### config.mk
export PLATFORM = sky130hd
export DESIGN_NAME = cdbus_csr_flat
export DESIGN_NICKNAME = d
export VERILOG_FILES = /design/src/common/cdctl_pkg.sv /design/src/common/csr_if.sv /design/src/cdbus/cdbus_csr.sv /design/src/flat_wrapper.sv
export VERILOG_INCLUDE_DIRS = /design/src /design/src/common
export SDC_FILE = /design/constraint.sdc
export NUM_CORES = 1
export LEC_CHECK = 0
export ABC_AREA = 0
export BUFFER_PORTS_ARGS = -buffer_cell sky130_fd_sc_hd__buf_4
export CORE_AREA = 2 2 52 90
export DETAILED_ROUTE_END_ITERATION = 8
export DIE_AREA = 0 0 54 92
export PLACE_DENSITY_LB_ADDON = 0.08
export SYNTH_ARGS = -nofsm -noshare
export SYNTH_HDL_FRONTEND = slang
export SYNTH_SLANG_ARGS = --single-unit
export TNS_END_PERCENT = 20
### constraint.sdc
create_clock -name clk -period 3.8 [get_ports clk]
set_input_delay 0.38 -clock clk [delete_from_list [all_inputs] [get_ports clk]]
set_output_delay 0.38 -clock clk [all_outputs]
set_load 0.02 [all_outputs]
### src/common/cdctl_settings.svh
// =========================================================================
// Build-time constants of the serial-bus controller. Included by the
// package and by every block that needs a width, an address or a reset
// value.
// =========================================================================
`ifndef CDCTL_SETTINGS_SVH
`define CDCTL_SETTINGS_SVH

// Register bus widths.
`define CDCTL_ADDR_W 5
`define CDCTL_DATA_W 8

// Upper five bits of the 7-bit I2C device address; addr_sel fills the rest.
`define CDCTL_I2C_BASE 5'b11001

// Reset baud divider. A bit lasts divider plus one clocks.
`define CDCTL_BAUD_RESET 8'd7

// Value returned by the VERSION register.
`define CDCTL_VERSION 8'h10

`endif

### src/common/cdctl_pkg.sv
// =========================================================================
// Shared types of the controller: register bus address and data words,
// and the register map of the link controller.
// =========================================================================
`include "cdctl_settings.svh"

package cdctl_pkg;

    typedef logic [`CDCTL_ADDR_W-1:0] csr_addr_t;
    typedef logic [`CDCTL_DATA_W-1:0] csr_data_t;

    // Register map. Addresses outside this list read as zero.
    typedef enum csr_addr_t {
        REG_VERSION = 0,
        REG_SETTING = 1,
        REG_BAUD    = 2,
        REG_STATUS  = 3,
        REG_TX_DATA = 4,
        REG_RX_DATA = 5,
        REG_SCRATCH = 6
    } reg_e;

endpackage

### src/common/csr_if.sv
// =========================================================================
// Register bus between a serial target (host side) and the register bank
// (target side). Strobes last one cycle; readdata follows a read by one.
// =========================================================================
`timescale 1ns/1ps

interface csr_if;
    cdctl_pkg::csr_addr_t address;
    logic                 read;
    logic                 write;
    cdctl_pkg::csr_data_t writedata;
    cdctl_pkg::csr_data_t readdata;

    modport host (
        output address,
        output read,
        output write,
        output writedata,
        input  readdata
    );

    modport target (
        input  address,
        input  read,
        input  write,
        input  writedata,
        output readdata
    );
endinterface

### src/cdbus/cdbus_csr.sv
// =========================================================================
// Register bank of the link controller. Decodes the register map, keeps
// the receive flags and raises irq for a pending byte when enabled.
// =========================================================================
`timescale 1ns/1ps
`include "cdctl_settings.svh"

module cdbus_csr (
    input  logic                 clk,
    input  logic                 reset,
    csr_if.target                bus,
    input  logic                 tx_busy,
    input  logic                 rx_valid,
    input  cdctl_pkg::csr_data_t rx_byte,
    output logic                 tx_start,
    output cdctl_pkg::csr_data_t tx_byte,
    output cdctl_pkg::csr_data_t baud,
    output logic                 irq
);
    cdctl_pkg::csr_data_t setting;
    cdctl_pkg::csr_data_t scratch;
    cdctl_pkg::csr_data_t rx_data;
    logic                 rx_ready;
    logic                 rx_overrun;
    logic                 wr_tx;
    logic                 rd_rx;

    assign wr_tx = bus.write && bus.address == cdctl_pkg::REG_TX_DATA;
    assign rd_rx = bus.read && bus.address == cdctl_pkg::REG_RX_DATA;
    assign irq   = rx_ready & setting[0];

    always_ff @(posedge clk) begin
        if (reset) begin
            setting    <= '0;
            baud       <= `CDCTL_BAUD_RESET;
            scratch    <= '0;
            tx_start   <= 1'b0;
            rx_ready   <= 1'b0;
            rx_overrun <= 1'b0;
        end else begin
            if (bus.write) begin
                case (bus.address)
                    cdctl_pkg::REG_SETTING: setting <= bus.writedata;
                    cdctl_pkg::REG_BAUD:    baud    <= bus.writedata;
                    cdctl_pkg::REG_SCRATCH: scratch <= bus.writedata;
                    default: ;
                endcase
            end
            // A frame already under way, or about to start, drops the write.
            tx_start <= wr_tx && !tx_busy && !tx_start;
            if (rd_rx) begin
                rx_ready   <= 1'b0;
                rx_overrun <= 1'b0;
            end
            if (rx_valid) begin
                rx_ready <= 1'b1;
                if (rx_ready && !rd_rx) begin
                    rx_overrun <= 1'b1;
                end
            end
        end
    end

    always_ff @(posedge clk) begin
        if (wr_tx && !tx_busy && !tx_start) begin
            tx_byte <= bus.writedata;
        end
        if (rx_valid) begin
            rx_data <= rx_byte;
        end
        if (bus.read) begin
            case (bus.address)
                cdctl_pkg::REG_VERSION: bus.readdata <= `CDCTL_VERSION;
                cdctl_pkg::REG_SETTING: bus.readdata <= setting;
                cdctl_pkg::REG_BAUD:    bus.readdata <= baud;
                cdctl_pkg::REG_STATUS:  bus.readdata <= {5'b0, rx_overrun, tx_busy, rx_ready};
                cdctl_pkg::REG_RX_DATA: bus.readdata <= rx_data;
                cdctl_pkg::REG_SCRATCH: bus.readdata <= scratch;
                default:                bus.readdata <= '0;
            endcase
        end
    end

    a_no_start_busy: assert property (@(posedge clk) disable iff (reset)
        tx_start |-> !tx_busy)
        else $error("cdbus_csr: tx_start while tx_busy");

endmodule

### src/flat_wrapper.sv
// flat-port wrapper written by rule: the top's interface ports become plain ports
module cdbus_csr_flat 
  (clk, reset, tx_busy, rx_valid, rx_byte, tx_start, tx_byte, baud, irq, bus_address, bus_read, bus_write, bus_writedata, bus_readdata);
  csr_if bus_i ();
  input  logic clk;
  input  logic reset;
  input  logic tx_busy;
  input  logic rx_valid;
  input  cdctl_pkg::csr_data_t rx_byte;
  output logic tx_start;
  output cdctl_pkg::csr_data_t tx_byte;
  output cdctl_pkg::csr_data_t baud;
  output logic irq;
  input wire logic [$bits(bus_i.address)-1:0] bus_address;
  input wire logic [$bits(bus_i.read)-1:0] bus_read;
  input wire logic [$bits(bus_i.write)-1:0] bus_write;
  input wire logic [$bits(bus_i.writedata)-1:0] bus_writedata;
  output wire logic [$bits(bus_i.readdata)-1:0] bus_readdata;
  assign bus_i.address = bus_address;
  assign bus_i.read = bus_read;
  assign bus_i.write = bus_write;
  assign bus_i.writedata = bus_writedata;
  assign bus_readdata = bus_i.readdata;
  cdbus_csr u_core (.clk(clk), .reset(reset), .bus(bus_i), .tx_busy(tx_busy), .rx_valid(rx_valid), .rx_byte(rx_byte), .tx_start(tx_start), .tx_byte(tx_byte), .baud(baud), .irq(irq));
endmodule
# ---- Yosys cells after proc, flatten, opt, wreduce, memory -nomap -nowiden
# Cells that the tools add are included.
# W data, S select, Z words.
dict set report word_totals {
  register_bits 51
  input_bits 27
  wordCells 35
}
dict set report classes {
  n_eq_ne 6
  n_mux 6
  bitwise_logic 1
  reduce_logical 13
}
# operator n
set ops {}
lappend ops {{$pmux W8 S6} 1}
lappend ops {{$eq A5 B3 Y1 const B} 3}
lappend ops {{$eq A5 B2 Y1 const B} 2}
lappend ops {{$reduce_and A2 Y1} 3}
lappend ops {{$eq A5 B1 Y1 const B} 1}
lappend ops {{$logic_and A1 B1 Y1} 5}
lappend ops {{$logic_not A5 Y1} 1}
lappend ops {{$mux W1} 5}
lappend ops {{$logic_not A1 Y1} 3}
lappend ops {{$reduce_bool A2 Y1} 1}
lappend ops {{$and A1 B1 Y1} 1}

# ---- Logic depth before layout (Yosys ltp)
dict set report logic_depth {
  ltp_word 6
  depth_mapped 5
  mapped_depth_nobuf 3
}

# ---- Worst setup path before layout
# OpenSTA, ideal clock, no wires.
dict set report synth_path {
  path_type {input-to-reg}
  from {input port bus_address[0]}
  to {register u_core.tx_byte[0], enable pin}
  setup_time_ns 0.371
  arrival_ns 1.246
  required_ns 3.429
  setup_slack_ns 2.183
  stages 4
  path_buffers 1
  path_cell_list {buf_6 > nor4b_1 > nand2_1 > nor2_1}
}
dict set report synth_via {
  elab_chain_cells 4
}
# element line
set synth_lines {}
lappend synth_lines {{start: declaration} flat_wrapper.sv:14} ;# input wire logic [$bits(bus_i.address)-1:0] bus_address;
lappend synth_lines {{$eq A5 B3 Y1} cdbus_csr.sv:28} ;# assign wr_tx = bus.write && bus.address == cdctl_pkg::REG_TX_DATA;
lappend synth_lines {{$logic_and A1 B1 Y1} cdbus_csr.sv:28}
lappend synth_lines {{$logic_and A1 B1 Y1 (2 in a row)} cdbus_csr.sv:65} ;# if (wr_tx && !tx_busy && !tx_start) begin
lappend synth_lines {{end signal: assignment} cdbus_csr.sv:66} ;# tx_byte <= bus.writedata;
lappend synth_lines {{end: declaration} cdbus_csr.sv:16} ;# output cdctl_pkg::csr_data_t tx_byte,
# Every way passes these cells.
# A chain may end at the register's enable or synchronous reset.

# ---- Worst setup path in the final report
dict set report layout_path {
  from {input port bus_address[2]}
  to {register u_core.tx_byte[5], enable pin}
}
# The elaborated chain is that of the path after synthesis.

==> reports/metrics.cfg <==
[power_and_ir_drop]
total_leakage_power_nw=1.13
power.density_cell_area_nw_per_um2=365
peakVddDrop_mv=0.318

[clocking]
cts.repair_timing.setup_buffer_count=0
cts.sink_count=51
worst_setup_hold_path_clk_slew_ns=0.09
cts_tree=done
cts_max_level=2
clock_tree.root_cell=clkbuf_8
worst_skew_pair.late_latency_ns=0.30
cts_inserted_buffers=5
ctsHoldBuffers=0
post_cts.resized_instances=0
clock_path_buffers=2

[worst_setup_path]
worst-endpoint-required_ns=3.74
critical_path_class=input pin to flop
signal_arrival_time_at_the_worst_endpoint_ns=1.58
cpPeakStageDelay_ns=0.52
crit_path_start_kind=input pin
worstPathMaxFanout=16
crit_chain=buf_4 > nor3b_2 > nand2_1 > nor2_1
cp-end-kind=flop
cp_slowest_cell=nor2_1

[die]
effective_utilization_at_floorplan_pct=51.4
die_area_um2=4970
floorplan.rows=32
die_width_um=54
die_h_um=92
fp.coreArea_um2=4320
io-pin-count=53

[logic_synthesis]
synth_simple_gate_area_share_pct=20.6
synth.cell_area_um2=2220
combinational_family_with_the_most_area_after_synthesis=simple AND/OR/NAND/NOR gates
postSynthRegisterBits=51
post_synth_edffs=24
synth_compound_area_share_pct=4.95
synth_top_area_share_pct=32.4
post_synthesis_adder_cell_area_fraction_pct=0
synthesis.instances=177
synth.area.mux_share_pct=14.6
yosys_warnings=0
ys_seq_area_share_pct=56.8
ys_types=37
synth.most_common_cell=nand2b_1
postSynth.topFlopCell=dfxtp_1
synthesized_area_per_cell_um2=12.6
leading_post_synthesis_cells_by_cell_area=edfxtp_1, dfxtp_1, mux2i_1
synth_nets=204
synth_common_cells=nand2b_1, mux2i_1, dfxtp_1
synthesized_area_fraction_occupied_by_xor_and_xnor_cells_pct=0
yosys.area.top_type=edfxtp_1
synthArstFlopShare_pct=0

[placed_design]
dpl.hpwl_um=3550
placedInstanceArea_um2=2610
port_buffers=52
worst_slack_after_detailed_placement_ns=1.81
dp.cells=271
gpl.final_weighted_congestion=0.825

[global_route]
antenna_found_initial=0
grt_overflow=0
grt_pass1_vias=1553
grt_first_pass_wirelength_um=7420
grt_start_max_net_pins=39
gr-usage-all-layers_pct=20.7

[layout]
num-nets-final=254
drive_gt1_share_pct=31.6
antenna_cells=0
areaGrowthSynthToFinish_pct=21.2
stdcell_area_um2=2690
layoutNonFillerInstCount=279

[sta]
fin_setup_tns_ns=0
worst-slew-pin-transition_ns=0.648
drv_slew=0
relSlewSlack_pct=56.6
hold_viol=0
max_freq_mhz=611
worst_clock_skew_ns=0.00622
rsz0062_at_grt=false
finalCriticalPeriod_ns=1.64
setup_slack_ns=2.16
holdWs_ns=0.245
setup_violations=0
period_share_pct=43.1

[routing]
finalWirelength_um=4780
drtAntennaViolNets=0
drt_pre_antenna_iters=4
detail_route.iter0.violations=30
wire_per_inst_um=17.1
route.vias.total=1546
route.detailed.drc=0
vias_per_cell=5.54

[job]
drv.max_cap_violation_count=0

[hold_path]
hold_class=input pin to flop

[status]
status=complete, no violations

## registers in the layout, indices dropped and copies added (netlist names)
register,cells
u_core.rx_ready,1
u_core.setting,8
u_core.tx_byte,8
u_core.bus.readdata,8
u_core.scratch,8
u_core.rx_overrun,1
u_core.baud,8
u_core.tx_start,1
u_core.rx_data,8
## power breakdown
group	total (mW)	switching, mW	internal (mW)
sequential	0.595	0.00611	0.589
combinational	0.0886	0.0458	0.0428
clock	0.298	0.169	0.130
total	0.982	0.221	0.762
## layout make-up
| type | instances | area [um2] |
|---|---|---|
| multi-input combinational | 116 | 893 |
| clock inverter | 1 | 5.00 |
| inverter | 1 | 3.75 |
| clock buffer | 7 | 76.3 |
| timing repair buffer | 52 | 390 |
| sequential | 51 | 1260 |
| tap | 51 | 63.8 |
| fill | 365 | 1630 |
## routing by layer
metal / GRT usage, % / vias up / wire [um]
li1: - / 740 / -
met1: 22.7 / 741 / 1790
met2: 36.0 / 54 / 2620
met3: 4.72 / 11 / 275
met4: 8.96 / 0 / 91
met5: 0 / - / 0
## per-stage QoR
step           utilization (%)  total power [mW]
6_report                  62.3             0.982
3_3_place_gp              60.4             0.693
4_1_cts                   62.3             0.986
2_1_floorplan                -             0.652
3_5_place_dp              60.4             0.696
5_1_grt                   62.3              1.01
## worst max-delay path, delay by kind of cell
family | cells | cell delay, ns
buffers and inverters | 1 | 0.20
and+or+nand+nor | 3 | 0.99
## final timing paths
check                     from                 to  slack [ns]  cells after the start
min                 rx_byte[1]  u_core.rx_data[1]        0.25                      1
min reg2reg  u_core.scratch[3]  u_core.scratch[3]        0.48                      2
max             bus_address[2]  u_core.tx_byte[5]        2.16                      4
max reg2reg    u_core.tx_start  u_core.tx_byte[5]        2.25                      3
## cell usage in the layout, fill, tap and decap left out, drive strengths merged, types with 2 or more instances in the layout
cell and count:
nand2 3, a211oi 2, buf 52, mux2 4
clkbuf 7, nand3 7, edfxtp 24, nand4b 2
dfxtp 27, nor2 14, nor2b 3, a221o 5
and4b 2, nand2b 29, and2 3, nor3b 3
a32oi 3, nor4b 2, mux2i 28
## cell families after synthesis
group / Yosys count
buffers and inverters: 10
and+or+nand+nor: 71
AOI/OAI and AO/OA: 13
DFF: 51
muxes: 32
No activity file was read; power rests on OpenSTA's default activity.
