`src/common/cdctl_settings.svh`:
```
// =========================================================================
// Build-time constants of the serial-bus controller. Included by the
// package and by every block that needs a width, an address or a reset
// value.
// =========================================================================
`ifndef CDCTL_SETTINGS_SVH
`define CDCTL_SETTINGS_SVH

// Register bus widths.
`define CDCTL_ADDR_W 5
`define CDCTL_DATA_W 8

// Upper five bits of the 7-bit I2C device address; addr_sel fills the rest.
`define CDCTL_I2C_BASE 5'b11001

// Reset baud divider. A bit lasts divider plus one clocks.
`define CDCTL_BAUD_RESET 8'd7

// Value returned by the VERSION register.
`define CDCTL_VERSION 8'h10

`endif

```
`src/common/cdctl_pkg.sv`:
```
// =========================================================================
// Shared types of the controller: register bus address and data words,
// and the register map of the link controller.
// =========================================================================
`include "cdctl_settings.svh"

package cdctl_pkg;

    typedef logic [`CDCTL_ADDR_W-1:0] csr_addr_t;
    typedef logic [`CDCTL_DATA_W-1:0] csr_data_t;

    // Register map. Addresses outside this list read as zero.
    typedef enum csr_addr_t {
        REG_VERSION = 0,
        REG_SETTING = 1,
        REG_BAUD    = 2,
        REG_STATUS  = 3,
        REG_TX_DATA = 4,
        REG_RX_DATA = 5,
        REG_SCRATCH = 6
    } reg_e;

endpackage

```
`src/common/csr_if.sv`:
```
// =========================================================================
// Register bus between a serial target (host side) and the register bank
// (target side). Strobes last one cycle; readdata follows a read by one.
// =========================================================================
`timescale 1ns/1ps

interface csr_if;
    cdctl_pkg::csr_addr_t address;
    logic                 read;
    logic                 write;
    cdctl_pkg::csr_data_t writedata;
    cdctl_pkg::csr_data_t readdata;

    modport host (
        output address,
        output read,
        output write,
        output writedata,
        input  readdata
    );

    modport target (
        input  address,
        input  read,
        input  write,
        input  writedata,
        output readdata
    );
endinterface

```
`src/i2c_slave/i2c_slave.sv`:
```
// =========================================================================
// I2C target. Address is {CDCTL_I2C_BASE, addr_sel}. The first written
// byte sets the register pointer; further writes and all reads use the
// pointer and step it by one.
// =========================================================================
`timescale 1ns/1ps
`include "cdctl_settings.svh"

module i2c_slave (
    input  logic       clk,
    input  logic       reset,
    input  logic       scl,
    input  logic       sda_in,
    input  logic [1:0] addr_sel,
    output logic       sda_en,
    csr_if.host        bus
);
    typedef enum logic [1:0] {ST_IDLE, ST_ADDR, ST_WDATA, ST_RDATA} state_t;

    state_t               state;
    logic [2:0]           scl_sync;
    logic [2:0]           sda_sync;
    logic                 scl_rise;
    logic                 scl_fall;
    logic                 start_det;
    logic                 stop_det;
    logic                 addr_match;
    logic [3:0]           bit_cnt;
    logic                 got_ptr;
    logic                 rd_pend;
    cdctl_pkg::csr_addr_t ptr;
    cdctl_pkg::csr_data_t shreg;
    cdctl_pkg::csr_data_t tx_sh;

    always_ff @(posedge clk) begin
        if (reset) begin
            scl_sync <= 3'b111;
            sda_sync <= 3'b111;
        end else begin
            scl_sync <= {scl_sync[1:0], scl};
            sda_sync <= {sda_sync[1:0], sda_in};
        end
    end

    assign scl_rise   = scl_sync[1] & ~scl_sync[2];
    assign scl_fall   = ~scl_sync[1] & scl_sync[2];
    // SDA moving while SCL stays high marks START or STOP.
    assign start_det  = scl_sync[1] & scl_sync[2] & sda_sync[2] & ~sda_sync[1];
    assign stop_det   = scl_sync[1] & scl_sync[2] & ~sda_sync[2] & sda_sync[1];
    assign addr_match = shreg[7:1] == {`CDCTL_I2C_BASE, addr_sel};

    // =====================================================================
    // Byte framing. bit_cnt counts SCL rises; the 9th is the ACK slot.
    // =====================================================================
    always_ff @(posedge clk) begin
        if (reset) begin
            state     <= ST_IDLE;
            bit_cnt   <= '0;
            got_ptr   <= 1'b0;
            ptr       <= '0;
            rd_pend   <= 1'b0;
            sda_en    <= 1'b0;
            bus.read  <= 1'b0;
            bus.write <= 1'b0;
        end else begin
            bus.read  <= 1'b0;
            bus.write <= 1'b0;
            rd_pend   <= bus.read;
            if (start_det) begin
                state   <= ST_ADDR;
                bit_cnt <= '0;
                sda_en  <= 1'b0;
            end else if (stop_det) begin
                state  <= ST_IDLE;
                sda_en <= 1'b0;
            end else if (state != ST_IDLE && scl_rise) begin
                if (bit_cnt != 4'd8) begin
                    bit_cnt <= bit_cnt + 4'd1;
                end else begin
                    bit_cnt <= '0;
                    case (state)
                        ST_ADDR: begin
                            // The address byte has been acked; pick the direction.
                            got_ptr <= 1'b0;
                            if (!addr_match) begin
                                state <= ST_IDLE;
                            end else if (shreg[0]) begin
                                state    <= ST_RDATA;
                                bus.read <= 1'b1;
                                ptr      <= ptr + 1'b1;
                            end else begin
                                state <= ST_WDATA;
                            end
                        end
                        ST_WDATA: begin
                            got_ptr <= 1'b1;
                            if (got_ptr) begin
                                bus.write <= 1'b1;
                                ptr       <= ptr + 1'b1;
                            end else begin
                                ptr <= shreg[`CDCTL_ADDR_W-1:0];
                            end
                        end
                        ST_RDATA: begin
                            // Host ACK asks for another byte, NACK ends the read.
                            if (!sda_sync[1]) begin
                                bus.read <= 1'b1;
                                ptr      <= ptr + 1'b1;
                            end else begin
                                state <= ST_IDLE;
                            end
                        end
                        default: ;
                    endcase
                end
            end else if (state != ST_IDLE && scl_fall) begin
                if (bit_cnt == 4'd8) begin
                    case (state)
                        ST_ADDR:  sda_en <= addr_match;
                        ST_WDATA: sda_en <= 1'b1;
                        default:  sda_en <= 1'b0;
                    endcase
                end else begin
                    sda_en <= (state == ST_RDATA) & ~tx_sh[3'd7 - bit_cnt[2:0]];
                end
            end
        end
    end

    always_ff @(posedge clk) begin
        if (scl_rise && bit_cnt != 4'd8) begin
            shreg <= {shreg[6:0], sda_sync[1]};
        end
        if (rd_pend) begin
            tx_sh <= bus.readdata;
        end
        bus.address   <= ptr;
        bus.writedata <= shreg;
    end

    a_one_strobe: assert property (@(posedge clk) disable iff (reset)
        !(bus.read && bus.write))
        else $error("i2c_slave: read and write strobes together");

endmodule

```
`src/flat_wrapper.sv`:
```
// flat-port wrapper written by rule: the top's interface ports become plain ports
module i2c_slave_flat 
  (clk, reset, scl, sda_in, addr_sel, sda_en, bus_address, bus_read, bus_write, bus_writedata, bus_readdata);
  csr_if bus_i ();
  input  logic clk;
  input  logic reset;
  input  logic scl;
  input  logic sda_in;
  input  logic [1:0] addr_sel;
  output logic sda_en;
  output wire logic [$bits(bus_i.address)-1:0] bus_address;
  output wire logic [$bits(bus_i.read)-1:0] bus_read;
  output wire logic [$bits(bus_i.write)-1:0] bus_write;
  output wire logic [$bits(bus_i.writedata)-1:0] bus_writedata;
  input wire logic [$bits(bus_i.readdata)-1:0] bus_readdata;
  assign bus_address = bus_i.address;
  assign bus_read = bus_i.read;
  assign bus_write = bus_i.write;
  assign bus_writedata = bus_i.writedata;
  assign bus_i.readdata = bus_readdata;
  i2c_slave u_core (.clk(clk), .reset(reset), .scl(scl), .sda_in(sda_in), .addr_sel(addr_sel), .sda_en(sda_en), .bus(bus_i));
endmodule
```
`config.mk`:
```
export PLATFORM = sky130hd
export DESIGN_NAME = i2c_slave_flat
export DESIGN_NICKNAME = d
export VERILOG_FILES = /design/src/common/cdctl_pkg.sv /design/src/common/csr_if.sv /design/src/i2c_slave/i2c_slave.sv /design/src/flat_wrapper.sv
export VERILOG_INCLUDE_DIRS = /design/src /design/src/common
export SDC_FILE = /design/constraint.sdc
export NUM_CORES = 1
export LEC_CHECK = 0
export BUFFER_PORTS_ARGS = -buffer_cell sky130_fd_sc_hd__buf_2
export CELL_PAD_IN_SITES_DETAIL_PLACEMENT = 1
export CELL_PAD_IN_SITES_GLOBAL_PLACEMENT = 1
export CORE_ASPECT_RATIO = 1.5
export CORE_MARGIN = 2
export CORE_UTILIZATION = 44
export DETAILED_ROUTE_END_ITERATION = 10
export PLACE_DENSITY = 0.83
export SYNTH_ARGS = -nofsm -noshare
export SYNTH_HDL_FRONTEND = slang
export SYNTH_SLANG_ARGS = --single-unit
```
`constraint.sdc`:
```
create_clock -name clk -period 2.4 [get_ports clk]
set_input_delay 0.48 -clock clk [delete_from_list [all_inputs] [get_ports clk]]
set_output_delay 0.48 -clock clk [all_outputs]
set_load 0.05 [all_outputs]
```
## Yosys cells after proc, flatten, opt, wreduce, memory -nomap -nowiden

Index checks and enable logic that the tools add are counted.

- Register bits after elaboration: 51
- Bits of input ports: 14
- Output and inout port bits: 16
- Logic and storage cells: 92

- $add $sub $neg: 3
- Order comparisons: 1
- Equal/unequal tests: 12
- Muxes and demuxes: 24
- Bitwise operators: 18
- Reduce and logical (&&, ||, !) cells: 19

Operators by type and width:

| cell | count |
|---|---|
| 2-to-1 mux 5 bit | 4 |
| case mux 5 bit (3 select lines) | 1 |
| 2-to-1 mux 1 bit | 11 |
| inverter 1 bit | 10 |
| AND 1 bit | 8 |
| AND reduction 4 bit | 2 |
| AND reduction 8 bit | 1 |
| equality test 7 bit | 1 |
| != test 2 x 1 -> 1 bit, second input constant | 3 |
| case mux 1 bit (2 select lines) | 3 |
| nonzero test 2 bit | 3 |
| nonzero test 3 bit | 2 |
| OR reduction 6 bit | 1 |
| adder 5 x 1 -> 5 bit, second input constant | 1 |
| AND reduction 5 bit | 1 |
| OR reduction 5 bit | 1 |
| adder 4 x 1 -> 4 bit, second input constant | 1 |
| equality test 2 bit, second input constant | 2 |
| equality test 4 bit, second input constant | 1 |
| less-than comparator 3 x 4 -> 1 bit, second input constant | 1 |
| 2-to-1 mux 2 bit | 2 |
| 2-to-1 mux 4 bit | 1 |
| != test 4 x 1 -> 1 bit, second input constant | 1 |
| != test 4 bit, second input constant | 1 |
| other kinds (11) | 14 |

## Logic depth before layout (Yosys ltp)

- Word-level depth: 7
- Gate-level depth with buffers: 7
- Mapped depth without buffers: 6

## Worst setup path before layout

Ideal clock, no wire load.

- Kind: flip-flop to flip-flop
- Start point: register u_core.bit_cnt[1]
- End point: register u_core.shreg[0] (enable)
- Setup time: 385 ps
- Arrival time: 1657 ps
- Required time: 2015 ps
- Slack: 357 ps
- Cell stages (with the launch flop): 6
- Path buffers: 1
- Clock period less this slack: 2043 ps
- Cell sequence: dfxtp_1 -> inv_1 -> ha_1 -> and3b_1 -> buf_2 -> nor3b_1

- Cells in the longest elaborated chain, start to end: 2

RTL lines:

| item | RTL line | RTL |
|---|---|---|
| start: declaration | i2c_slave.sv:28 | `logic [3:0] bit_cnt;` |
| start signal: assignment | i2c_slave.sv:78 | `bit_cnt <= bit_cnt + 4'd1;` |
| != test 4 bit | i2c_slave.sv:131 | `if (scl_rise && bit_cnt != 4'd8) begin` |
| logical AND 1 bit | i2c_slave.sv:131 |  |
| end signal: assignment | i2c_slave.sv:132 | `shreg <= {shreg[6:0], sda_sync[1]};` |
| end: declaration | i2c_slave.sv:32 | `cdctl_pkg::csr_data_t shreg;` |

Every way passes these cells.
A chain may end at the register's enable or synchronous reset.

## Worst setup path in the final report

- Start point: register u_core.shreg[1]
- End point: register u_core.ptr[3]

- Cells in the longest elaborated chain, start to end: 3

RTL lines:

| item | RTL line | RTL |
|---|---|---|
| equality test 7 bit | i2c_slave.sv:50 | `` assign addr_match = shreg[7:1] == {`CDCTL_I2C_BASE, addr_sel}; `` |
| != test 2 x 1 -> 1 bit (no source line) | -- |  |
| AND reduction 8 bit (no source line) | -- |  |
| end signal: assignment | i2c_slave.sv:90 | `ptr <= ptr + 1'b1;` |
| end signal: assignment | i2c_slave.sv:99 | `ptr <= ptr + 1'b1;` |
| end signal: assignment | i2c_slave.sv:101 | `` ptr <= shreg[`CDCTL_ADDR_W-1:0]; `` |
| end: declaration | i2c_slave.sv:31 | `cdctl_pkg::csr_addr_t ptr;` |

Every way passes these cells.

==> impl_metrics.env <==
export IMPL_synthArstFlopShare=0
export IMPL_grt_pass1_vias=1479
export IMPL_setup_viol=0
export IMPL_syn_avg_cell_area_sq_um=12.0
export IMPL_start_kind="flip-flop"
export IMPL_synth_edf_count=16
export IMPL_min_period_ns=2.16
export IMPL_finalWeightedCongestion=0.880
export IMPL_cts_setup_buffers=0
export IMPL_synth_cells=167
export IMPL_placed_area_sq_mm=0.00221
export IMPL_dieWidth_um=59.2
export IMPL_slew_headroom=0.754
export IMPL_ys_seq_area_frac=0.588
export IMPL_yosys_warnings=0
export IMPL_regToRegSetupSlack_ns=0.24
export IMPL_root_buffer="clkbuf_8"
export IMPL_row_count=30
export IMPL_peakVddDrop_uv=419
export IMPL_crit_chain="xor2_1 > or4_1 > a21o_4 > o32ai_1"
export IMPL_ios=30
export IMPL_rsz0062_at_grt="false"
export IMPL_initial_core_util=0.450
export IMPL_grt_pass1_wl_um=7110
export IMPL_power_leakage_nw=0.898
export IMPL_diodes=0
export IMPL_cp_arrival_ns=2.35
export IMPL_finalCritPeriodShare=0.901
export IMPL_ys_ff_latch=51
export IMPL_nets=220
export IMPL_clk_path_buf_depth=2
export IMPL_grt_max_degree=24
export IMPL_required_ns=2.59
export IMPL_setup_worst_path_class="flip-flop to flip-flop"
export IMPL_synth_cell_types=46
export IMPL_critPathMaxStageDelay_ns=0.67
export IMPL_cp_max_fo=6
export IMPL_synthToLayoutAreaGrowth_pct=16.4
export IMPL_synth_flop_cell="dfxtp_1"
export IMPL_path_clk_slew_ns=0.09
export IMPL_maxCapViolCount=0
export IMPL_htree_levels=2
export IMPL_status="finished, final reports clean"
export IMPL_grtUsageTotal=0.189
export IMPL_die_area_sq_mm=0.00513
export IMPL_worst_path_buf_inv=0
export IMPL_powerDensity_mw_per_mm2=690
export IMPL_syn_num_nets=188
export IMPL_synth_area_sq_mm=0.00201
export IMPL_wire_per_inst_um=16.7
export IMPL_endpoint_kind="flip-flop"
export IMPL_slew_viol_final=0
export IMPL_hold_viol=0
export IMPL_final_layout_size_suffix_gt1_frac=0.280
export IMPL_min_path_type="input pin to flip-flop"
export IMPL_io_buffer_count=29
export IMPL_cts_tree="yes"
export IMPL_drt_iter0_markers=49
export IMPL_cts_repair_resized=0
export IMPL_final_setup_worst_slack_ns=0.238
export IMPL_tightest_slew_ns=0.369
export IMPL_vias_per_cell=5.70
export IMPL_drt_total_wl_um=4140
export IMPL_firstDrtPassIters=5
export IMPL_pre_cts_ws_ns=0.262
export IMPL_fin_setup_tns_ns=0
export IMPL_cts_buffers=5
export IMPL_final_antenna_net_count=0
export IMPL_clock_sinks=51
export IMPL_drc=0
export IMPL_grt_overflow=0
export IMPL_antenna_found_initial=0
export IMPL_core_region_area_sq_mm=0.00447
export IMPL_crit_slowest_cell="or4_1"
export IMPL_holdBufCountCts=0
export IMPL_clk_latency_ns=0.30
export IMPL_hpwl_um=3160
export IMPL_finalClockSkew_ns=0.00829
export IMPL_die_h_um=86.8
export IMPL_num_vias=1414
export IMPL_design_area_sq_mm=0.00234
export IMPL_crit_family="simple AND/OR/NAND/NOR gates"
export IMPL_fmax_mhz=463
[registers in the layout, indices dropped and copies added (netlist names), 3 cells and up]
signal,count
u_core.scl_sync,3
u_core.shreg,8
u_core.bus.writedata,8
u_core.sda_sync,3
u_core.bit_cnt,4
u_core.tx_sh,8
u_core.ptr,5
u_core.bus.address,5
[worst reg2reg max path: stages (launching register included)]
cell	delay [ns]
edfxtp_1	0.51
xor2_1	0.22
or4_1	0.67
a21o_4	0.30
o32ai_1	0.35
[cells in the mapped netlist, types with 4 or more instances]
cell type | instances | area [sq um]
nand2_1 | 6 | 22.5
nand2b_1 | 5 | 31.3
ha_1 | 7 | 87.6
nand3_1 | 8 | 40.0
dfxtp_1 | 35 | 701
o32ai_1 | 4 | 35.0
a21oi_1 | 8 | 40.0
nor2b_1 | 4 | 25.0
clkbuf_1 | 4 | 15.0
nor2_1 | 7 | 26.3
edfxtp_1 | 16 | 480
or2_2 | 7 | 43.8
inv_1 | 7 | 26.3
[worst paths after layout]
path | cells past startpoint | startpoint | end
worst max register to register | 4 | u_core.shreg[1] | u_core.ptr[3]
worst max-delay path | 4 | u_core.shreg[1] | u_core.ptr[3]
worst min-delay path | 1 | bus_readdata[3] | u_core.tx_sh[3]
worst min register to register | 0 | u_core.shreg[7] | u_core.bus.writedata[7]
[placed cells by master, fill, tap and decap left out, drive strengths merged, types with 2 or more instances in the layout]
cell type / netlist / routed
clkbuf: 4 / 6
dfxtp: 35 / 35
nand2: 6 / 6
o32ai: 4 / 4
nand3b: 2 / 2
nor2b: 4 / 4
or3b: 3 / 3
inv: 7 / 7
edfxtp: 16 / 16
a21oi: 8 / 8
or2: 7 / 7
xor2: 3 / 3
a221oi: 4 / 4
nand2b: 5 / 5
and3: 2 / 2
o21ai: 2 / 2
ha: 7 / 7
nor3b: 3 / 3
mux2i: 3 / 3
nor2: 7 / 7
nand3: 8 / 8
buf: 3 / 32
nor3: 3 / 3
mux4: 2 / 2
[power breakdown]
group | switching (mW) | total (mW) | internal, mW
clock network | 0.281 | 0.654 | 0.374
registers | 0.00833 | 0.904 | 0.895
logic | 0.0324 | 0.0562 | 0.0238
[area by class of cell]
cell class	instances	area, sq um
clock buffers	6	93.8
inverters	7	26.3
fillers	486	2130
flip-flops and latches	51	1180
clock inverters	2	37.5
repair buffers	32	168
multi-input cells	102	772
well taps	48	60.1
[metrics by stage]
step	power [mW]	std cells	utilization	hold WS, ns
2_1_floorplan	0.958	167	-	0.348
3_3_place_gp	0.977	240	0.494	0.357
3_5_place_dp	0.981	240	0.494	0.359
4_1_cts	1.63	248	0.524	0.338
5_1_grt	1.69	248	0.524	0.323
6_report	1.61	248	0.524	0.346
[per-layer routing]
layer	global-route usage	part of all wire
met3	0.0537	0.039
met4	0.0909	0.032
met5	0	0
met1	0.195	0.36
met2	0.340	0.57
[cells by family (layout without fill, tap and decap cells)]
group | Yosys count | after routing | share of synthesized area
compound gates | 31 | 31 | 0.119
xor+xnor | 3 | 3 | 0.0131
fa+ha+maj | 7 | 7 | 0.0436
buf+inv | 14 | 47 | 0.0280
mux | 6 | 6 | 0.0448
simple gates | 55 | 55 | 0.164
flops | 51 | 51 | 0.588
Power figures use the tool's default switching activity.
