$ cat src/common/cdctl_settings.svh
// =========================================================================
// Build-time constants of the serial-bus controller. Included by the
// package and by every block that needs a width, an address or a reset
// value.
// =========================================================================
`ifndef CDCTL_SETTINGS_SVH
`define CDCTL_SETTINGS_SVH

// Register bus widths.
`define CDCTL_ADDR_W 5
`define CDCTL_DATA_W 8

// Upper five bits of the 7-bit I2C device address; addr_sel fills the rest.
`define CDCTL_I2C_BASE 5'b11001

// Reset baud divider. A bit lasts divider plus one clocks.
`define CDCTL_BAUD_RESET 8'd7

// Value returned by the VERSION register.
`define CDCTL_VERSION 8'h10

`endif

$ cat src/common/cdctl_pkg.sv
// =========================================================================
// Shared types of the controller: register bus address and data words,
// and the register map of the link controller.
// =========================================================================
`include "cdctl_settings.svh"

package cdctl_pkg;

    typedef logic [`CDCTL_ADDR_W-1:0] csr_addr_t;
    typedef logic [`CDCTL_DATA_W-1:0] csr_data_t;

    // Register map. Addresses outside this list read as zero.
    typedef enum csr_addr_t {
        REG_VERSION = 0,
        REG_SETTING = 1,
        REG_BAUD    = 2,
        REG_STATUS  = 3,
        REG_TX_DATA = 4,
        REG_RX_DATA = 5,
        REG_SCRATCH = 6
    } reg_e;

endpackage

$ cat src/cdbus/cdbus_serial.sv
// =========================================================================
// Serial line engine: 8N1 transmitter with RS-485 driver enable and a
// receiver that samples in the middle of each bit.
// =========================================================================
`timescale 1ns/1ps

module cdbus_serial (
    input  logic                 clk,
    input  logic                 reset,
    input  logic                 tx_start,
    input  cdctl_pkg::csr_data_t tx_byte,
    input  cdctl_pkg::csr_data_t baud,
    input  logic                 rx,
    output logic                 tx,
    output logic                 tx_en,
    output logic                 tx_busy,
    output logic                 rx_valid,
    output cdctl_pkg::csr_data_t rx_byte
);
    cdctl_pkg::csr_data_t tx_cnt;
    cdctl_pkg::csr_data_t rx_cnt;
    cdctl_pkg::csr_data_t rx_target;
    logic [3:0]           tx_bit;
    logic [3:0]           rx_bit;
    logic [8:0]           tx_sh;
    cdctl_pkg::csr_data_t rx_sh;
    logic [2:0]           rx_sync;
    logic                 rx_busy;

    // =====================================================================
    // Transmitter. Start bit, 8 data bits LSB first, stop bit.
    // =====================================================================
    always_ff @(posedge clk) begin
        if (reset) begin
            tx      <= 1'b1;
            tx_en   <= 1'b0;
            tx_busy <= 1'b0;
            tx_cnt  <= '0;
            tx_bit  <= '0;
        end else if (!tx_busy) begin
            if (tx_start) begin
                tx      <= 1'b0;
                tx_en   <= 1'b1;
                tx_busy <= 1'b1;
                tx_cnt  <= '0;
                tx_bit  <= '0;
                tx_sh   <= {1'b1, tx_byte};
            end
        end else if (tx_cnt != baud) begin
            tx_cnt <= tx_cnt + 1'b1;
        end else begin
            tx_cnt <= '0;
            if (tx_bit == 4'd9) begin
                tx      <= 1'b1;
                tx_en   <= 1'b0;
                tx_busy <= 1'b0;
            end else begin
                tx     <= tx_sh[0];
                tx_sh  <= {1'b0, tx_sh[8:1]};
                tx_bit <= tx_bit + 4'd1;
            end
        end
    end

    // =====================================================================
    // Receiver. Half a bit to the start-bit centre, then a full bit each.
    // =====================================================================
    assign rx_target = (rx_bit == 4'd0) ? {1'b0, baud[7:1]} : baud;

    always_ff @(posedge clk) begin
        if (reset) begin
            rx_sync  <= 3'b111;
            rx_busy  <= 1'b0;
            rx_valid <= 1'b0;
            rx_cnt   <= '0;
            rx_bit   <= '0;
        end else begin
            rx_sync  <= {rx_sync[1:0], rx};
            rx_valid <= 1'b0;
            if (!rx_busy) begin
                if (rx_sync[2] && !rx_sync[1]) begin
                    rx_busy <= 1'b1;
                    rx_cnt  <= '0;
                    rx_bit  <= '0;
                end
            end else if (rx_cnt != rx_target) begin
                rx_cnt <= rx_cnt + 1'b1;
            end else begin
                rx_cnt <= '0;
                rx_bit <= rx_bit + 4'd1;
                if (rx_bit == 4'd0 && rx_sync[1]) begin
                    // Glitch, not a start bit.
                    rx_busy <= 1'b0;
                end else if (rx_bit == 4'd9) begin
                    rx_busy  <= 1'b0;
                    rx_valid <= rx_sync[1];
                end else if (rx_bit != 4'd0) begin
                    rx_sh <= {rx_sync[1], rx_sh[7:1]};
                end
            end
        end
    end

    always_ff @(posedge clk) begin
        if (rx_busy && rx_bit == 4'd9 && rx_cnt == rx_target && rx_sync[1]) begin
            rx_byte <= rx_sh;
        end
    end

    a_tx_driven: assert property (@(posedge clk) disable iff (reset) !tx |-> tx_en)
        else $error("cdbus_serial: tx low without tx_en");

endmodule

$ cat config.mk
export PLATFORM = sky130hd
export DESIGN_NAME = cdbus_serial
export DESIGN_NICKNAME = d
export VERILOG_FILES = /design/src/common/cdctl_pkg.sv /design/src/cdbus/cdbus_serial.sv
export VERILOG_INCLUDE_DIRS = /design/src /design/src/common
export SDC_FILE = /design/constraint.sdc
export NUM_CORES = 1
export LEC_CHECK = 0
export ABC_CLOCK_PERIOD_IN_PS = 3740
export BUFFER_PORTS_ARGS = -buffer_cell sky130_fd_sc_hd__buf_4
export CAP_MARGIN = 30
export CORE_ASPECT_RATIO = 0.6
export CORE_MARGIN = 5
export CORE_UTILIZATION = 55
export DETAILED_ROUTE_END_ITERATION = 7
export GPL_TIMING_DRIVEN = 0
export PLACE_DENSITY = 0.76
export SLEW_MARGIN = 0
export SYNTH_ARGS = -nofsm -noshare
export SYNTH_HDL_FRONTEND = slang
export SYNTH_SLANG_ARGS = --single-unit
export TNS_END_PERCENT = 30
$ cat constraint.sdc
create_clock -name clk -period 3.74 [get_ports clk]
set_clock_uncertainty 0.05 [all_clocks]
set_input_delay 0.561 -clock clk [delete_from_list [all_inputs] [get_ports clk]]
set_output_delay 0.561 -clock clk [all_outputs]
set_load 0.02 [all_outputs]
# After elaboration in Yosys (flattened, before gate mapping)

Cells that the tools add are included.
W data, S select, Z words.

Memory bits (read-only): 0
Memories kept: 0
Input bits: 20
Logic and storage cells: 83
Output and inout bits: 12
Latch bits: 0
Memory bits (writable): 0
Flip-flop bits (word level): 57

Bitwise operators: 5
Order comparisons: 0
Div/mod/pow operators: 0
Equal/unequal tests: 9
Reductions and logical operators: 17
Add/sub/neg operators: 4
Shifts and indexed selects: 0
Multipliers: 0
Mux-type cells: 35

Operator list:

| kind                  | count |
|---|---|
| $mux W8               | 7 |
| $mux W9               | 4 |
| $mux W4               | 7 |
| $mux W1               | 17 |
| $add A8 B1 Y8 const B | 2 |
| $ne A8 B8 Y1          | 2 |
| $add A4 B1 Y4 const B | 2 |
| $eq A4 B4 Y1 const B  | 2 |
| $eq A8 B8 Y1          | 1 |
| $ne A2 B2 Y1 const B  | 3 |
| $reduce_and A3 Y1     | 2 |
| $reduce_and A6 Y1     | 1 |
| $logic_and A1 B1 Y1   | 5 |
| $not A1 Y1            | 5 |
| $reduce_or A5 Y1      | 1 |
| $logic_not A4 Y1      | 1 |
| $reduce_and A2 Y1     | 2 |
| $reduce_and A4 Y1     | 1 |
| $reduce_bool A2 Y1    | 2 |
| $reduce_bool A4 Y1    | 1 |
| $ne A2 B1 Y1 const B  | 1 |
| $logic_not A1 Y1      | 1 |

# Depth between registers and ports, before layout

Gate-level depths: netlist of the first run.

Depth after elaboration: 5
Depth in mapped cells: 10
Gate-level depth less buffers: 9

# Worst setup path after synthesis of the first run

Ideal clock, no wire load.

Path kind: reg2reg
Start point: register rx_bit[0]
End point: register rx_byte[0], enable pin
Stages on the path, launching flop included: 9
Buffers on the path: 1
Clock period less this slack: 2.754 ns
Library setup time: 0.370 ns
Data arrival time: 2.334 ns
Path slack: 0.986 ns
Data required time: 3.320 ns
Cells stage by stage: dfxtp_1 inv_1 ha_1 nor3b_2 buf_6 o41ai_4 nand4_4 or3b_4 nor2_1

Word-level cells in the longest chain between the ends: 5
Elaborated cells between the ends (all ways): 7
Classes of those cells: eq/ne: 2; mux: 1; reduce/logical: 4

RTL lines:

| element                             | line                | source |
|---|---|---|
| start, declared                     | cdbus_serial.sv:24  | `logic [3:0] rx_bit;` |
| start signal, assigned              | cdbus_serial.sv:90  | `rx_bit <= rx_bit + 4'd1;` |
| $logic_not A4 Y1                    | cdbus_serial.sv:68  | `assign rx_target = (rx_bit == 4'd0) ? {1'b0, baud[7:1]} : baud;` |
| $mux W8                             | cdbus_serial.sv:68  |  |
| $eq A8 B8 Y1                        | cdbus_serial.sv:105 | `if (rx_busy && rx_bit == 4'd9 && rx_cnt == rx_target && rx_sync[1]) begin` |
| $logic_and A1 B1 Y1 * (2 in series) | cdbus_serial.sv:105 |  |
| end signal, assigned                | cdbus_serial.sv:106 | `rx_byte <= rx_sh;` |
| end, declared                       | cdbus_serial.sv:18  | `output cdctl_pkg::csr_data_t rx_byte` |

Mark *: on every way between the ends. The rest lies on a longest branch, timed or not.
A chain may end at the register's enable or synchronous reset.

# Final worst setup path of the first run

Start point: register rx_bit[0]
End point: register rx_byte[6], enable pin

Same word-level chain as after synthesis.

==> flow_summary.ini, run 1 <==
[logic_synthesis]
synthCells = 256
netlist.top_cell.by_area = edfxtp_1
synth_flop_cell = dfxtp_1
yosys-top-cells-area = edfxtp_1 (28%), dfxtp_1 (24%), mux2_1 (3.7%), ha_1 (3.2%), xor2_1 (3.2%)
netlist_top_cells_count = dfxtp_1 (32), edfxtp_1 (25), nor2_1 (23)
synth.avg_cell_area_um2 = 10.61
synth.top_cell.area_share_pct = 27.64
async_flop_share_pct = 0
yosysMostFrequentCell = dfxtp_1
synth-seq-area-share_pct = 51.22
synth-seq-cells = 57
synth_warnings = 0
syn_nets = 283
syn-cell-area_mm2 = 0.002716
synth_edf_count = 25
synthDistinctLibCells = 56

[placed_design]
place_ws_ps = 507.2
placed_cell_area_mm2 = 0.003028
dp_cells = 350
dp_hpwl_um = 4106
gp_congestion = 0.8176
io_buffer_count = 31

[sta]
setup_viol = 0
slew_viol_final = 0
period_share_pct = 86.41
fmaxAchievable_ghz = 0.3094
finalHoldViolCount = 0
tns_ps = 0
slew_headroom_pct = 44.92
grt_setup_unrepaired = false
setup_ws_ps = 508.4
min_period_ps = 3232
whs_ps = 362.4
worst_pin_slew_ps = 823.2

[finish]
fin_nets = 325
stdcell_area_mm2 = 0.003188
drive_above_1_share_pct = 19.14
postLayoutCoreUtil_pct = 68.07
num_antenna_cells = 0
fin_cells = 366
area_growth_pct = 17.37

[global_route]
grt_pass1_vias = 1932
grt_antenna_before_repair = 0
grt_pass1_wl_um = 9411
grt_usage_pct = 18.98
grt-ovfl-total = 0
grt_max_degree = 11

[clocking]
clockBufferDepth = 2
post_cts_buffers = 0
clkLatencyLatePin_ps = 330
cts_resized = 0
root_buffer = clkbuf_8
ctsHoldBuffers = 0
clk_pin_slew_ps = 50
cts.sinks = 57
cts_max_level = 3
tritoncts = yes
cts_buffers = 9

[worst_setup_path]
critPathLaunchType = register
setup.worst_path.class = reg2reg
cp_top_family = simple AND/OR/NAND/NOR gates
path_buf_inv = 2
cp_cell_sequence = inv_1, ha_1, nor3b_2, buf_6, mux2i_1, o22ai_1, a21oi_2, nand4_4, or3b_4, nor2_1
cp.arrival_ps = 3140
crit_path_max_incr_delay_ps = 650
slowest_stage = nor2_1
critPathRequiredTime_ps = 3650
end_kind = register
crit_fanout = 10

[hold_path]
min_path_type = in2reg

[power_and_ir_drop]
p_total_mw = 1.243
peakVddDrop_mv = 0.2470
p_per_area_mw_per_mm2 = 389.8
p_leak_nw = 1.238

[detailed_routing]
wl_per_cell_um = 15.27
dr.pass1.iters = 5
via_count = 2046
drc = 0
ant_nets = 0
drtIter0Drc = 173
viasPerCell = 5.590
wl_um = 5587

[die]
die_y_um = 64.44
num_rows = 19
io_pins = 32
core_area_mm2 = 0.004683
start_util_pct = 58.00
dieArea_mm2 = 0.006490
die_x_um = 100.7

[run]
max-cap-violations = 0

[status]
outcome = finished, final reports clean
## where the power goes
group	switching, mW	internal, mW	total (mW)	leakage (nW)
Sequential	0.00668	0.659	0.666	0.486
Combinational	0.0566	0.0421	0.0988	0.673
Clock	0.218	0.260	0.478	0.0790
## metal layers
metal / routed length [µm] / vias to the layer above / global-route usage, % / part of all wire, %
met3: 367 / 11 / 7.288 / 6.6
met4: 86 / 0 / 5.714 / 1.5
met2: 2279 / 63 / 24.26 / 41
li1: - / 1006 / - / -
met5: 0 / - / 0 / 0
met1: 2853 / 966 / 29.04 / 51
## layout make-up
type                            instances  area, µm²
Fill cell                             354       1495
Sequential cell                        57       1391
Multi-Input combinational cell        176       1230
Timing Repair Buffer                   31      232.7
Clock buffer                           16      160.2
Tap cell                               63      78.83
Inverter                               15      56.30
Buffer                                  8      38.79
## layout by cell type (no fill, tap or decap), types with 2 or more instances in the layout
cell type  Yosys  layout
dfxtp_1       32      32
nor3b_1        2       2
inv_1         12      12
or2_2          3       3
nor3_1         4       4
or3_1          4       4
o22ai_1        2       2
buf_4          0      31
mux2i_1        4       4
clkbuf_1       5      11
nor2_1        23      23
o21a_1         3       3
a21oi_1       14      14
nor4_1         2       2
edfxtp_1      25      25
xnor2_1        5       5
nand2_1       17      17
xor2_1        10      10
mux2_1         9       9
inv_2          3       3
nand2b_1       3       3
nand3_1       10      10
and3_1         6       6
o211ai_1       2       2
nand3b_1       4       4
ha_1           7       7
nor2b_1        3       3
o21ai_1       11      11
clkbuf_8       0      10
nand4_1        3       3
## cell families after synthesis
family / count (synthesis) / synth area share [%]
and+or+nand+nor: 89 / 17.69
DFF: 57 / 51.22
AOI/OAI and AO/OA: 49 / 12.48
buffers and inverters: 23 / 3.500
xor gates and xnor gates: 16 / 5.435
muxes: 15 / 6.449
adders and majority gates: 7 / 3.224
## sequential cells by signal (all words and copies together) (netlist names)
name	flops
rx_sh	8
rx_byte	8
rx_cnt	8
tx_busy	1
rx_sync	3
rx_bit	4
rx_valid	1
tx_bit	4
rx_busy	1
tx_cnt	8
tx_en	1
tx	1
tx_sh	9
## path summary, 6_finish.rpt
kind	start	end	slack, ps	depth (start not counted)
max reg2reg	rx_bit[0]	rx_byte[6]	510	10
max	rx_bit[0]	rx_byte[6]	510	10
min	rx	rx_sync[0]	360	2
min reg2reg	rx_sync[0]	rx_sync[1]	370	1
(Power assumes the default switching activity.)
==> run 2, diff against run 1 <==
--- a/config.mk
+++ b/config.mk
@@ -11,10 +11,10 @@
 export CAP_MARGIN = 30
 export CORE_ASPECT_RATIO = 0.6
 export CORE_MARGIN = 5
-export CORE_UTILIZATION = 55
+export CORE_UTILIZATION = 30
 export DETAILED_ROUTE_END_ITERATION = 7
 export GPL_TIMING_DRIVEN = 0
-export PLACE_DENSITY = 0.76
+export PLACE_DENSITY = 0.47
 export SLEW_MARGIN = 0
 export SYNTH_ARGS = -nofsm -noshare
 export SYNTH_HDL_FRONTEND = slang
==> constraint.sdc (replaced) <==
create_clock -name clk -period 3.74 [get_ports clk]
set_clock_uncertainty 0.05 [all_clocks]
set_input_delay 0.748 -clock clk [delete_from_list [all_inputs] [get_ports clk]]
set_output_delay 0.748 -clock clk [all_outputs]
set_load 0.02 [all_outputs]
==> flow_summary.ini, run 2 (synthesized netlist as in run 1, its figures left out) <==
[finish]
fin_nets = 325
postLayoutCoreUtil_pct = 39.42
area_growth_pct = 25.56
drive_above_1_share_pct = 20.79
mostFrequentLayoutCell = dfxtp_1
num_antenna_cells = 0
final_cell_mix = dfxtp_1 (32), buf_4 (31), edfxtp_1 (25)
top_register = tx_sh
largest_reg_flops = 9

[global_route]
grt_antenna_before_repair = 0
grt-ovfl-total = 0
grt_usage_pct = 11.50
grt_pass1_vias = 1855
grt_pass1_wl_um = 9991
grt_max_degree = 11

[run]
max-cap-violations = 0

[die]
dieArea_mm2 = 0.01112
io_pins = 32
die_x_um = 132.8
num_rows = 26
core_area_mm2 = 0.008653
start_util_pct = 31.39
die_y_um = 83.71

[worst_setup_path]
cp.arrival_ps = 3090
end_kind = register
r2r_cells = 10
cp_cell_sequence = inv_1, ha_1, nor3b_2, buf_6, mux2i_1, o22ai_1, a21oi_2, nand4_4, or3b_4, nor2_1
crit_path_max_incr_delay_ps = 610
slowest_stage = nor2_1
setup.worst_path.class = reg2reg
critPathLaunchType = register
crit_fanout = 10
cp_top_family = simple AND/OR/NAND/NOR gates
path_depth = 10
path_buf_inv = 2
critPathRequiredTime_ps = 3640

[clocking]
clockBufferDepth = 2
root_buffer = clkbuf_16
ctsHoldBuffers = 0
cts_max_level = 3
cts_buffers = 9
clkLatencyLatePin_ps = 320
tritoncts = yes
cts_resized = 0
clk_pin_slew_ps = 50
cts.sinks = 57
post_cts_buffers = 0

[detailed_routing]
dr.pass1.iters = 5
ant_nets = 0
drc = 0
via_count = 1986
drtIter0Drc = 152
wl_per_cell_um = 14.54
viasPerCell = 4.786
wl_um = 6036

[hold_path]
min_path_cells = 1
min_path_type = reg2reg

[power_and_ir_drop]
peakVddDrop_mv = 0.2547
p_per_area_mw_per_mm2 = 480.9
p_leak_nw = 1.319

[sta]
min_period_ps = 3191
grt_setup_unrepaired = false
setup_viol = 0
tns_ps = 0
period_share_pct = 85.33
slew_viol_final = 0
slew_headroom_pct = 46.02
finalHoldViolCount = 0
worst_pin_slew_ps = 806.7
fmaxAchievable_ghz = 0.3133

[status]
outcome = finished, final reports clean

[placed_design]
io_buffer_count = 31
dp_hpwl_um = 4548
gp_congestion = 0.7704
[run 2: changes by cell type in the layout (fill, tap and decap cells not counted), sizes merged]
| cell | change |
|---|---|
| clkbuf | -5 |
| clkinv | +3 |
| bufinv | +2 |
[run 2: worst paths after layout]
check	startpoint	end	slack [ps]
max	rx_bit[0]	rx_byte[0]	550
max reg2reg	rx_bit[0]	rx_byte[0]	550
min	rx_sync[0]	rx_sync[1]	350
min reg2reg	rx_sync[0]	rx_sync[1]	350
[run 2: stage by stage]
step / instance area [µm²] / hold WS, ps / setup slack [ps] / cells / total power, mW
5_1_grt: 3411 / 383.9 / 320.9 / 415 / 1.699
3_5_place_dp: 3089 / 342.3 / 379.3 / 399 / 0.7781
3_3_place_gp: 3089 / 342.2 / 351.9 / 399 / 0.7780
2_1_floorplan: 2716 / 339.5 / 880.5 / 256 / 0.7353
6_report: 3411 / 353.3 / 548.6 / 415 / 1.640
4_1_cts: 3411 / 353.7 / 518.5 / 415 / 1.659
[run 2: power breakdown]
group / internal, mW / switching, mW
combinational: 0.0421 / 0.0572
clock: 0.599 / 0.276
sequential: 0.660 / 0.00653
[run 2: final cells by class]
type / instances / area [µm²]
inverters: 15 / 56.30
plain buffers: 8 / 38.79
clock inverters: 5 / 78.83
multi-input cells: 176 / 1230
repair buffers: 31 / 232.7
flip-flops and latches: 57 / 1391
clock buffers: 11 / 242.7
fillers: 847 / 5243
well taps: 112 / 140.1
[run 2: per-layer routing]
metal	global-route usage [%]	routed length (µm)	up-vias
met5	0	0	-
met4	3.962	69	0
met3	4.277	316	9
met2	12.38	2015	39
met1	19.09	3634	928
li1	-	-	1010
==> run 3, diff against run 2 <==
--- a/config.mk
+++ b/config.mk
@@ -6,16 +6,15 @@
 export SDC_FILE = /design/constraint.sdc
 export NUM_CORES = 1
 export LEC_CHECK = 0
-export ABC_CLOCK_PERIOD_IN_PS = 3740
+export ABC_CLOCK_PERIOD_IN_PS = 3950
 export BUFFER_PORTS_ARGS = -buffer_cell sky130_fd_sc_hd__buf_4
 export CAP_MARGIN = 30
-export CORE_ASPECT_RATIO = 0.6
+export CORE_ASPECT_RATIO = 2
 export CORE_MARGIN = 5
 export CORE_UTILIZATION = 30
 export DETAILED_ROUTE_END_ITERATION = 7
 export GPL_TIMING_DRIVEN = 0
 export PLACE_DENSITY = 0.47
-export SLEW_MARGIN = 0
 export SYNTH_ARGS = -nofsm -noshare
 export SYNTH_HDL_FRONTEND = slang
 export SYNTH_SLANG_ARGS = --single-unit
==> constraint.sdc (replaced) <==
create_clock -name clk -period 3.95 [get_ports clk]
set_clock_uncertainty 0.05 [all_clocks]
set_input_delay 0.79 -clock clk [delete_from_list [all_inputs] [get_ports clk]]
set_output_delay 0.79 -clock clk [all_outputs]
set_load 0.02 [all_outputs]
==> flow_summary.ini, run 3 (synthesized netlist as in run 1, its figures left out) <==
[detailed_routing]
wl_um = 6171
drtIter0Drc = 101
via_count = 1986
drc = 0
viasPerCell = 4.904
wl_per_cell_um = 15.24
dr.pass1.iters = 4
ant_nets = 0

[finish]
top_register = tx_sh
num_antenna_cells = 0
mostFrequentLayoutCell = dfxtp_1
final_cell_mix = dfxtp_1 (32), buf_4 (31), edfxtp_1 (25)
largest_reg_flops = 9
drive_above_1_share_pct = 21.12
fin_cells = 405
fillCellCount = 905
fin_nets = 325
area_growth_pct = 23.54

[global_route]
grt_usage_pct = 11.73
grt_antenna_before_repair = 0
grt_max_degree = 13
grt_pass1_vias = 2040
grt-ovfl-total = 0
grt_pass1_wl_um = 10010

[worst_setup_path]
critPathRequiredTime_ps = 3860
cp.arrival_ps = 3070
critPathLaunchType = register
crit_fanout = 10
cp_cell_sequence = inv_1, ha_1, nor3b_2, buf_6, mux2i_1, o22ai_1, a21oi_2, nand4_4, or3b_4, nor2_1
slowest_stage = nor2_1
end_kind = register
crit_path_max_incr_delay_ps = 560
setup.worst_path.class = reg2reg

[die]
io_pins = 32
dieArea_mm2 = 0.01117
die_y_um = 144.6
start_util_pct = 30.35
core_area_mm2 = 0.008951
num_rows = 49
die_x_um = 77.29

[power_and_ir_drop]
p_leak_nw = 1.288
p_per_area_mw_per_mm2 = 429.7
peakVddDrop_mv = 0.2524

[sta]
setup_viol = 0
slew_headroom_pct = 50.02
grt_setup_unrepaired = false
finalHoldViolCount = 0
period_share_pct = 80.09
fmaxAchievable_ghz = 0.3161
tns_ps = 0
min_period_ps = 3163
worst_pin_slew_ps = 746.9
slew_viol_final = 0

[clocking]
root_buffer = clkbuf_16
cts_resized = 0
cts_buffers = 9
clkLatencyLatePin_ps = 330
post_cts_buffers = 0
tritoncts = yes
cts_max_level = 3
ctsHoldBuffers = 0
cts.sinks = 57
clk_pin_slew_ps = 60
clockBufferDepth = 2

[hold_path]
min_path_type = reg2reg

[placed_design]
dp_cells = 389
dp_hpwl_um = 4711
gp_congestion = 0.7331
io_buffer_count = 31

[run]
max-cap-violations = 0

[status]
outcome = finished, final reports clean
==> run 3: cell count changes in the layout (fill, tap and decap cells not counted), sizes merged <==
cell      delta
clkinvlp     +3
bufinv       -2
clkbuf       -2
inv          +2
clkinv       -1
==> run 3: final timing paths <==
path	startpoint	end	slack [ps]	cells past startpoint
worst max-delay path	rx_bit[1]	rx_byte[1]	790	10
worst min-delay path	rx_sync[0]	rx_sync[1]	360	1
worst max register to register	rx_bit[1]	rx_byte[1]	790	10
worst min register to register	rx_sync[0]	rx_sync[1]	360	1
==> run 3: stage by stage <==
step	power, mW	setup WS, ps	utilization (%)	instance area (µm²)	hold slack (ps)
2_1_floorplan	0.6962	1048	-	2716	339.5
3_3_place_gp	0.7370	635.6	34.37	3077	344.5
3_5_place_dp	0.7382	562.1	34.37	3077	352.9
4_1_cts	1.463	723.0	37.49	3356	366.7
5_1_grt	1.493	535.9	37.49	3356	371.9
6_report	1.442	786.6	37.49	3356	364.2
==> run 3: cell type report <==
cell class / instances / area, µm² / area share [%]
timing repair buffer: 31 / 232.7 / 6.935
clock inverter: 7 / 53.80 / 1.603
tap: 102 / 127.6 / 3.803
buffer: 8 / 38.79 / 1.156
clock buffer: 9 / 225.2 / 6.711
sequential: 57 / 1391 / 41.46
multi-input combinational: 176 / 1230 / 36.65
inverter: 15 / 56.30 / 1.678
==> run 3: power by group <==
part | internal [mW] | switching (mW)
Combinational | 0.0400 | 0.0530
Sequential | 0.624 | 0.00644
Clock | 0.427 | 0.291
==> run 3: critical path, delay by kind of cell (launching register included) <==
kind | cells | cell delay [ps]
DFF | 1 | 330
adders and majority gates | 1 | 180
muxes | 1 | 190
and+or+nand+nor | 4 | 1410
buffers and inverters | 2 | 290
AOI/OAI and AO/OA | 2 | 320
==> run 3: metal layers <==
metal | part of all wire [%] | wire length [µm] | GRT usage [%]
met5 | 0 | 0 | 0
met4 | 2.8 | 170 | 7.065
met1 | 38 | 2323 | 11.28
met2 | 57 | 3529 | 21.87
met3 | 2.4 | 148 | 3.055
